File: src/hdl/alu_pkg.sv
`default_nettype none

package alu_pkg;

  // ============================================================
  // widths
  // ============================================================
  typedef logic [31:0] word_t;  // operand and result word.
  typedef logic [7:0]  addr_t;  // APB byte address.
  typedef logic [2:0]  count_t; // FIFO occupancy, 0 to FIFO_DEPTH.

  localparam int SHAMT_W = 5; // shifts use the low bits of the right operand.

  // ============================================================
  // operations
  // ============================================================
  typedef enum logic [3:0] {
    alu_and  = 4'd0,
    alu_or   = 4'd1,
    alu_xor  = 4'd2,
    alu_add  = 4'd3,
    alu_sub  = 4'd4,
    alu_sll  = 4'd5,
    alu_srl  = 4'd6,
    alu_sra  = 4'd7,
    alu_sltu = 4'd8,
    alu_slt  = 4'd9,
    alu_eq   = 4'd10,
    alu_mul  = 4'd11
  } alu_op_t;

  // command is {op, inv, left, right} from the top bit down.
  localparam int CMD_W = 4 + 1 + 32 + 32;

  localparam int FIFO_DEPTH  = 4;
  localparam int PTR_W       = $clog2(FIFO_DEPTH);
  localparam int ALU_LATENCY = 2; // cycles from in_valid to out_valid.

  // ============================================================
  // register map
  // ============================================================
  localparam addr_t REG_LEFT   = 8'h00;
  localparam addr_t REG_RIGHT  = 8'h04;
  localparam addr_t REG_CTRL   = 8'h08;
  localparam addr_t REG_RESULT = 8'h0C;
  localparam addr_t REG_STATUS = 8'h10;

endpackage

`default_nettype wire
File: src/hdl/alu_copro_top.sv
`timescale 1ns/1ps
`default_nettype none

module alu_copro_top (
  input  wire                  clk,
  input  wire                  rst,
  input  wire alu_pkg::addr_t  paddr,
  input  wire                  psel,
  input  wire                  penable,
  input  wire                  pwrite,
  input  wire alu_pkg::word_t  pwdata,
  output alu_pkg::word_t       prdata,
  output logic                 pready,
  output logic                 pslverr
);

  logic                      cmd_push;
  logic [alu_pkg::CMD_W-1:0] cmd_data;
  logic                      cmd_pop;
  logic [alu_pkg::CMD_W-1:0] cmd_q_data;
  alu_pkg::count_t           cmd_count;
  logic                      cmd_full;
  logic                      cmd_empty;
  logic                      res_push;
  alu_pkg::word_t            res_data;
  logic                      res_pop;
  alu_pkg::word_t            res_q_data;
  alu_pkg::count_t           res_count;
  logic                      res_empty;

  apb_alu_regs u_regs (
    .clk (clk), .rst (rst),
    .paddr (paddr), .psel (psel), .penable (penable), .pwrite (pwrite), .pwdata (pwdata),
    .cmd_full (cmd_full), .cmd_count (cmd_count),
    .res_data (res_q_data), .res_empty (res_empty), .res_count (res_count),
    .prdata (prdata), .pready (pready), .pslverr (pslverr),
    .cmd_push (cmd_push), .cmd_data (cmd_data), .res_pop (res_pop)
  );

  sync_fifo #(.WIDTH(alu_pkg::CMD_W)) cmd_q (
    .clk (clk), .rst (rst), .push (cmd_push), .wdata (cmd_data), .pop (cmd_pop),
    .rdata (cmd_q_data), .count (cmd_count), .full (cmd_full), .empty (cmd_empty)
  );

  // full is unused here, the execution unit tracks room by credits.
  sync_fifo #(.WIDTH(32)) res_q (
    .clk (clk), .rst (rst), .push (res_push), .wdata (res_data), .pop (res_pop),
    .rdata (res_q_data), .count (res_count), .full (), .empty (res_empty)
  );

  alu_exec u_exec (
    .clk (clk), .rst (rst),
    .cmd_data (cmd_q_data), .cmd_empty (cmd_empty), .res_count (res_count),
    .cmd_pop (cmd_pop), .res_push (res_push), .res_data (res_data)
  );

endmodule

`default_nettype wire

File: src/hdl/apb_alu_regs.sv
`timescale 1ns/1ps
`default_nettype none

module apb_alu_regs (
  input  wire                         clk,
  input  wire                         rst,
  input  wire alu_pkg::addr_t         paddr,
  input  wire                         psel,
  input  wire                         penable,
  input  wire                         pwrite,
  input  wire alu_pkg::word_t         pwdata,
  input  wire                         cmd_full,
  input  wire alu_pkg::count_t        cmd_count,
  input  wire alu_pkg::word_t         res_data,
  input  wire                         res_empty,
  input  wire alu_pkg::count_t        res_count,
  output alu_pkg::word_t              prdata,
  output logic                        pready,
  output logic                        pslverr,
  output logic                        cmd_push,
  output logic [alu_pkg::CMD_W-1:0]   cmd_data,
  output logic                        res_pop
);

  logic            wr_access;
  logic            rd_access;
  logic            addr_ok;
  alu_pkg::word_t  left_q;
  alu_pkg::word_t  right_q;
  alu_pkg::alu_op_t ctrl_op;
  logic            ctrl_inv;

  assign wr_access = psel && penable && pwrite;
  assign rd_access = psel && penable && !pwrite;

  assign addr_ok = paddr inside {alu_pkg::REG_LEFT, alu_pkg::REG_RIGHT, alu_pkg::REG_CTRL,
                                 alu_pkg::REG_RESULT, alu_pkg::REG_STATUS};

  assign pready = 1'b1; // no wait states.

  // ============================================================
  // operand registers
  // ============================================================
  always_ff @(posedge clk) begin
    if (rst) begin
      left_q  <= '0;
      right_q <= '0;
    end else if (wr_access) begin
      if (paddr == alu_pkg::REG_LEFT) left_q <= pwdata;
      if (paddr == alu_pkg::REG_RIGHT) right_q <= pwdata;
    end
  end

  // ============================================================
  // command push and result pop
  // ============================================================
  assign ctrl_op  = alu_pkg::alu_op_t'(pwdata[3:0]);
  assign ctrl_inv = pwdata[4];
  assign cmd_data = {ctrl_op, ctrl_inv, left_q, right_q};

  assign cmd_push = wr_access && (paddr == alu_pkg::REG_CTRL) && !cmd_full;
  assign res_pop  = rd_access && (paddr == alu_pkg::REG_RESULT) && !res_empty;

  always_comb begin
    pslverr = 1'b0;
    if (psel && penable) begin
      if (!addr_ok) pslverr = 1'b1;
      if (wr_access && paddr == alu_pkg::REG_CTRL && cmd_full) pslverr = 1'b1;
      if (rd_access && paddr == alu_pkg::REG_RESULT && res_empty) pslverr = 1'b1;
    end
  end

  always_comb begin
    prdata = '0;
    if (rd_access) begin
      case (paddr)
        alu_pkg::REG_RESULT: prdata = res_empty ? '0 : res_data;
        alu_pkg::REG_STATUS: prdata = {25'b0, cmd_count, 1'b0, res_count};
        default:             prdata = '0; // operand and control registers read as zero.
      endcase
    end
  end

endmodule

`default_nettype wire

File: src/hdl/alu_exec.sv
`timescale 1ns/1ps
`default_nettype none

module alu_exec (
  input  wire                        clk,
  input  wire                        rst,
  input  wire [alu_pkg::CMD_W-1:0]   cmd_data,
  input  wire                        cmd_empty,
  input  wire alu_pkg::count_t       res_count,
  output logic                       cmd_pop,
  output logic                       res_push,
  output alu_pkg::word_t             res_data
);

  logic                                         alu_in_valid;
  alu_pkg::alu_op_t                             alu_op;
  logic                                         alu_inv;
  alu_pkg::word_t                               alu_left;
  alu_pkg::word_t                               alu_right;
  logic                                         alu_out_valid;
  alu_pkg::word_t                               alu_res;
  logic [$clog2(alu_pkg::ALU_LATENCY + 1)-1:0] in_flight;
  logic [3:0]                                   credit_used;
  logic                                         credit_ok;

  // ============================================================
  // credit check
  // ============================================================
  assign credit_used = 4'(res_count) + 4'(in_flight);
  assign credit_ok   = credit_used < 4'(alu_pkg::FIFO_DEPTH); // room for every result issued.

  assign alu_in_valid = !cmd_empty && credit_ok;
  assign cmd_pop      = alu_in_valid;

  always_ff @(posedge clk) begin
    if (rst) begin
      in_flight <= '0;
    end else begin
      case ({alu_in_valid, alu_out_valid})
        2'b10:   in_flight <= in_flight + 1'b1;
        2'b01:   in_flight <= in_flight - 1'b1;
        default: in_flight <= in_flight;
      endcase
    end
  end

  assign alu_op    = alu_pkg::alu_op_t'(cmd_data[alu_pkg::CMD_W-1 -: 4]);
  assign alu_inv   = cmd_data[64];
  assign alu_left  = cmd_data[63:32];
  assign alu_right = cmd_data[31:0];

  alu u_alu (
    .clk       (clk),
    .rst       (rst),
    .in_valid  (alu_in_valid),
    .op        (alu_op),
    .inv       (alu_inv),
    .left      (alu_left),
    .right     (alu_right),
    .out_valid (alu_out_valid),
    .res       (alu_res)
  );

  assign res_push = alu_out_valid;
  assign res_data = alu_res;

  assert property (@(posedge clk) disable iff (rst)
    res_push |-> res_count != alu_pkg::count_t'(alu_pkg::FIFO_DEPTH))
    else $error("result pushed while the result FIFO is full.");

endmodule

`default_nettype wire

File: src/hdl/alu.sv
`timescale 1ns/1ps
`default_nettype none

module alu (
  input  wire                   clk,
  input  wire                   rst,
  input  wire                   in_valid,
  input  wire alu_pkg::alu_op_t op,
  input  wire                   inv,
  input  wire alu_pkg::word_t   left,
  input  wire alu_pkg::word_t   right,
  output logic                  out_valid,
  output alu_pkg::word_t        res
);

  alu_pkg::word_t   s1_next;
  alu_pkg::word_t   s1_res;
  alu_pkg::word_t   s1_left;
  alu_pkg::word_t   s1_right;
  alu_pkg::alu_op_t s1_op;
  logic             s1_inv;
  logic             s1_valid;
  alu_pkg::word_t   product;
  alu_pkg::word_t   s2_sel;
  logic [alu_pkg::SHAMT_W-1:0] shamt;

  assign shamt = right[alu_pkg::SHAMT_W-1:0];

  // ============================================================
  // stage 1
  // ============================================================
  always_comb begin
    case (op)
      alu_pkg::alu_and:  s1_next = left & right;
      alu_pkg::alu_or:   s1_next = left | right;
      alu_pkg::alu_xor:  s1_next = left ^ right;
      alu_pkg::alu_add:  s1_next = left + right;
      alu_pkg::alu_sub:  s1_next = left - right;
      alu_pkg::alu_sll:  s1_next = left << shamt;
      alu_pkg::alu_srl:  s1_next = left >> shamt;
      alu_pkg::alu_sra:  s1_next = alu_pkg::word_t'($signed(left) >>> shamt);
      alu_pkg::alu_sltu: s1_next = {31'b0, left < right};
      alu_pkg::alu_slt:  s1_next = {31'b0, $signed(left) < $signed(right)};
      alu_pkg::alu_eq:   s1_next = {31'b0, left == right};
      default:           s1_next = '0; // multiply finishes in stage 2.
    endcase
  end

  always_ff @(posedge clk) begin
    s1_res   <= s1_next;
    s1_left  <= left;
    s1_right <= right;
    s1_op    <= op;
    s1_inv   <= inv;
  end

  // ============================================================
  // stage 2
  // ============================================================
  assign product = s1_left * s1_right; // low half of the product only.
  assign s2_sel  = (s1_op == alu_pkg::alu_mul) ? product : s1_res;

  always_ff @(posedge clk) begin
    res <= s1_inv ? ~s2_sel : s2_sel;
  end

  always_ff @(posedge clk) begin
    if (rst) begin
      s1_valid  <= 1'b0;
      out_valid <= 1'b0;
    end else begin
      s1_valid  <= in_valid;
      out_valid <= s1_valid;
    end
  end

  assert property (@(posedge clk) disable iff (rst) in_valid |-> !$isunknown(op))
    else $error("unknown op issued to the ALU.");

endmodule

`default_nettype wire

File: src/hdl/sync_fifo.sv
`timescale 1ns/1ps
`default_nettype none

module sync_fifo #(
  parameter int WIDTH = 32
) (
  input  wire                  clk,
  input  wire                  rst,
  input  wire                  push,
  input  wire [WIDTH-1:0]      wdata,
  input  wire                  pop,
  output logic [WIDTH-1:0]     rdata,
  output alu_pkg::count_t      count,
  output logic                 full,
  output logic                 empty
);

  logic [WIDTH-1:0]          mem [alu_pkg::FIFO_DEPTH];
  logic [alu_pkg::PTR_W-1:0] wr_ptr;
  logic [alu_pkg::PTR_W-1:0] rd_ptr;

  always_ff @(posedge clk) begin
    if (push) mem[wr_ptr] <= wdata;
  end

  always_ff @(posedge clk) begin
    if (rst) begin
      wr_ptr <= '0;
      rd_ptr <= '0;
      count  <= '0;
    end else begin
      if (push) wr_ptr <= wr_ptr + 1'b1; // depth is a power of two, pointers wrap.
      if (pop) rd_ptr <= rd_ptr + 1'b1;
      case ({push, pop})
        2'b10:   count <= count + 1'b1;
        2'b01:   count <= count - 1'b1;
        default: count <= count;
      endcase
    end
  end

  assign rdata = mem[rd_ptr]; // show-ahead head entry.
  assign full  = (count == alu_pkg::count_t'(alu_pkg::FIFO_DEPTH));
  assign empty = (count == '0);

  assert property (@(posedge clk) disable iff (rst) push |-> !full)
    else $error("push into a full FIFO.");

  assert property (@(posedge clk) disable iff (rst) pop |-> !empty)
    else $error("pop from an empty FIFO.");

endmodule

`default_nettype wire

File: config.mk
export PLATFORM = sky130hd
export DESIGN_NAME = alu_copro_top
export DESIGN_NICKNAME = d
export VERILOG_FILES = /design/src/hdl/alu_pkg.sv /design/src/hdl/alu_copro_top.sv /design/src/hdl/apb_alu_regs.sv /design/src/hdl/alu_exec.sv /design/src/hdl/alu.sv /design/src/hdl/sync_fifo.sv
export SDC_FILE = /design/constraint.sdc
export NUM_CORES = 2
export LEC_CHECK = 0
export ABC_AREA = 1
export ABC_CLOCK_PERIOD_IN_PS = 11050
export BUFFER_PORTS_ARGS = -buffer_cell sky130_fd_sc_hd__buf_4
export CAP_MARGIN = 0
export CORE_MARGIN = 2
export CORE_UTILIZATION = 60
export CTS_BUF_LIST = sky130_fd_sc_hd__clkbuf_8
export DETAILED_ROUTE_END_ITERATION = 10
export PLACE_DENSITY = 0.77
export SETUP_SLACK_MARGIN = 0.3
export SLEW_MARGIN = 20
export SYNTH_ARGS = -nofsm -noshare
export SYNTH_HDL_FRONTEND = slang
export SYNTH_SLANG_ARGS = --single-unit
export TNS_END_PERCENT = 10
File: constraint.sdc
create_clock -name clk -period 11.05 [get_ports clk]
set_input_delay 0.5525 -clock clk [delete_from_list [all_inputs] [get_ports clk]]
set_output_delay 0.5525 -clock clk [all_outputs]
set_load 0.01 [all_outputs]
==> out/metrics.cfg <==
[outcome]
status=finished clean

[sta]
fmax_mhz=130
tns_ns=0
finalClockSkew_ns=0.0812
setup_viol_count_final=0
hold_viol=0
setup_slack_ns=3.36
fin_crit_sh=0.696
rsz0062_at_grt=false
tightest_slew_ns=1.18
slew_viol_final=0
finalHoldWorstSlack_ns=0.0323
slew_headroom=0.211
finalCriticalPeriod_ns=7.69

[yosys]
synthTopCellsByArea=edfxtp_1 (25%), fa_1 (17%), nand2_1 (12%)
ys_ff_latch=623
synth-main-ff-cell=edfxtp_1
yosysSeqAreaShare=0.345
syn_inst=5847
syn_nets=6536
ys_async_sr_fraction=0
synth_top_cell_by_area=edfxtp_1
synth_area_per_cell_um2=8.19
syn-cell-area_um2=47900
synth_edf_count=404
synth_cell_types=59
netlist.area_leader.share=0.253
ys_warn_count=0

[final_layout]
finalNetCount=6481
final_cell_mix=nand2_1 (1508), inv_1 (1065), fa_1 (412), edfxtp_1 (404), nor2_1 (367)
drive_gt1_frac=0.0623
area_growth_pct=6.58
final_common_cell=nand2_1

[cts]
cts_resized=0
cts_tree=yes
h-tree-depth=3
cts_hold_buf=0
cts_buffers=97
cts-root-buf=clkbuf_8
clk_pin_slew_ns=0.06
cts_setup_buffers=0
clk_path_buf_depth=3
clkLatencyLatePin_ns=0.75
cts_num_sinks=623

[die]
die_y_um=287
core_area_um2=79000
die_x_um=287
num_rows=103
floorplan.initialDensity=0.606
ios=79
dieArea_um2=82100

[grt]
grtUsageTotal=0.369
overflow=0
grt_pass1_vias=39400
grt_max_degree=88
grt_pass1_wl_um=229000
antenna_found_initial=11

[route]
vias=39900
drc=0
first_pass_iters=6
avgViaCountPerCell=5.76
routedWlPerCell_um=21.6
drt-initial-drc-count=4059
routed_wl_um=150000
ant_nets=0

[setup_path]
crit_top_cell=fa_1
cp_slowest_cell=dfxtp_1
crit_family=adder cells
worstSetupPathType=register to register
crit_chain=nand2_1 > fa_1 > inv_1 > fa_1 > inv_1 > fa_1 > fa_1 > inv_1 > fa_1 > fa_1 > fa_1 > fa_1 > ha_1 > nand2_1 > nor4_1 > nand3_1 > nand3_1 > a31o_2 > nand2_1 > nand3_1 > nand2_1 > nand2_1 > nand2_1
critical-path-max-stage-delay_ns=1.01
start_kind=register
worst_setup_path_end_kind=register
critPathMaxFanout=28
crit_arrival_ns=8.26
required_ns=11.62
crit_buf_inv=3

[placement]
gp_congestion=1.06
post-place-ws_ns=3.48
numPortBuffers=77
dp_hpwl_um=111000

[worst_hold_path]
hp-class=input port to register

[power_and_ir_drop]
p_leak_nw=25.4
max-vdd-ir-drop_v=0.000177
powerDensity_nw_per_um2=256

[run]
drv_cap=0

[final timing paths]
check,from,end,slack (ns),cells after the start
worst max-delay path,u_exec.u_alu.s1_right[4]$_DFF_P_,u_exec.u_alu.res[29]$_DFF_P_,3.36,23
worst min-delay path,pwdata[1],cmd_q.mem[0][66]$_DFFE_PP_,0.03,1
worst max register to register,u_exec.u_alu.s1_right[4]$_DFF_P_,u_exec.u_alu.res[29]$_DFF_P_,3.36,23
worst min register to register,u_exec.u_alu.s1_valid$_SDFF_PP0_,u_exec.u_alu.out_valid$_SDFF_PP0_,0.38,2
[synth_stat cells (8+ instances only)]
library cell,n
a211oi_1,78
o211ai_1,18
a21o_1,8
nand2_2,10
inv_1,1030
a21oi_1,255
buf_4,17
nor3_1,34
edfxtp_1,404
dfxtp_1,219
xnor2_1,9
a221oi_1,13
o21ai_1,64
nand3_1,354
buf_2,53
xor2_1,45
o21bai_1,20
nand4_1,41
o21ai_0,201
nor2_1,373
buf_1,29
or2_2,21
a31oi_1,19
a32oi_1,27
clkbuf_1,179
or2_1,10
inv_2,27
ha_1,232
nor4_1,14
nand2_1,1509
fa_1,412
mux2i_1,8
o22ai_1,24
buf_6,11
[logic make-up after synthesis]
logic type,after synthesis,synth area share
AOI/OAI and AO/OA,768,0.0944
adders and majority gates,644,0.233
buffers and inverters,1354,0.111
other,1,0.0000783
and+or+nand+nor,2395,0.206
muxes,8,0.00167
xor gates and xnor gates,54,0.00988
DFF,623,0.345
[per-stage QoR]
stage / area, um^2 / power (mW) / util / std cells
2_1_floorplan: 47900 / 8.20 / - / 5847
3_3_place_gp: 49000 / 10.8 / 0.620 / 6743
3_5_place_dp: 49000 / 10.9 / 0.620 / 6743
4_1_cts: 51000 / 12.9 / 0.646 / 6925
5_1_grt: 51000 / 13.9 / 0.646 / 6928
6_report: 51000 / 13.0 / 0.646 / 6929
[per-layer routing]
| layer | GRT usage | share of wire |
|---|---|---|
| met2 | 0.599 | 0.47 |
| met3 | 0.0676 | 0.087 |
| met1 | 0.477 | 0.39 |
| met5 | 0 | 0.00025 |
| met4 | 0.183 | 0.055 |
[flip-flops by register name, indices dropped and copies added (netlist names), named ones only]
register	flops
u_exec.u_alu.s1_left	32
u_exec.u_alu.s1_op	4
u_regs.left_q	32
u_exec.u_alu.res	32
cmd_q.wr_ptr	2
u_exec.u_alu.s1_valid	1
res_q.rd_ptr	2
u_regs.right_q	32
res_q.mem	128
cmd_q.rd_ptr	2
u_exec.u_alu.out_valid	1
cmd_q.count	3
u_exec.u_alu.s1_inv	1
u_exec.in_flight	2
res_q.count	3
u_exec.u_alu.s1_right	32
u_exec.u_alu.s1_res	32
res_q.wr_ptr	2
cmd_q.mem	276
[where the power goes]
part           switching [mW]  total (mW)  internal (mW)  leakage [nW]
clock                   0.943        1.99           1.05          1.18
combinational            5.52        7.80           2.29          18.1
sequential              0.451        3.25           2.80          6.10
[cell type report]
cell class                 count  area (um^2)
fill                        6768        28000
multi-input combinational   3870        26100
sequential                   623        16500
inverter                    1062         3990
clock buffer                 110         1510
tap                         1050         1310
timing repair buffer         138         1040
clock inverter                72          517
antenna                        4         10.0
(Power assumes the default switching activity.)
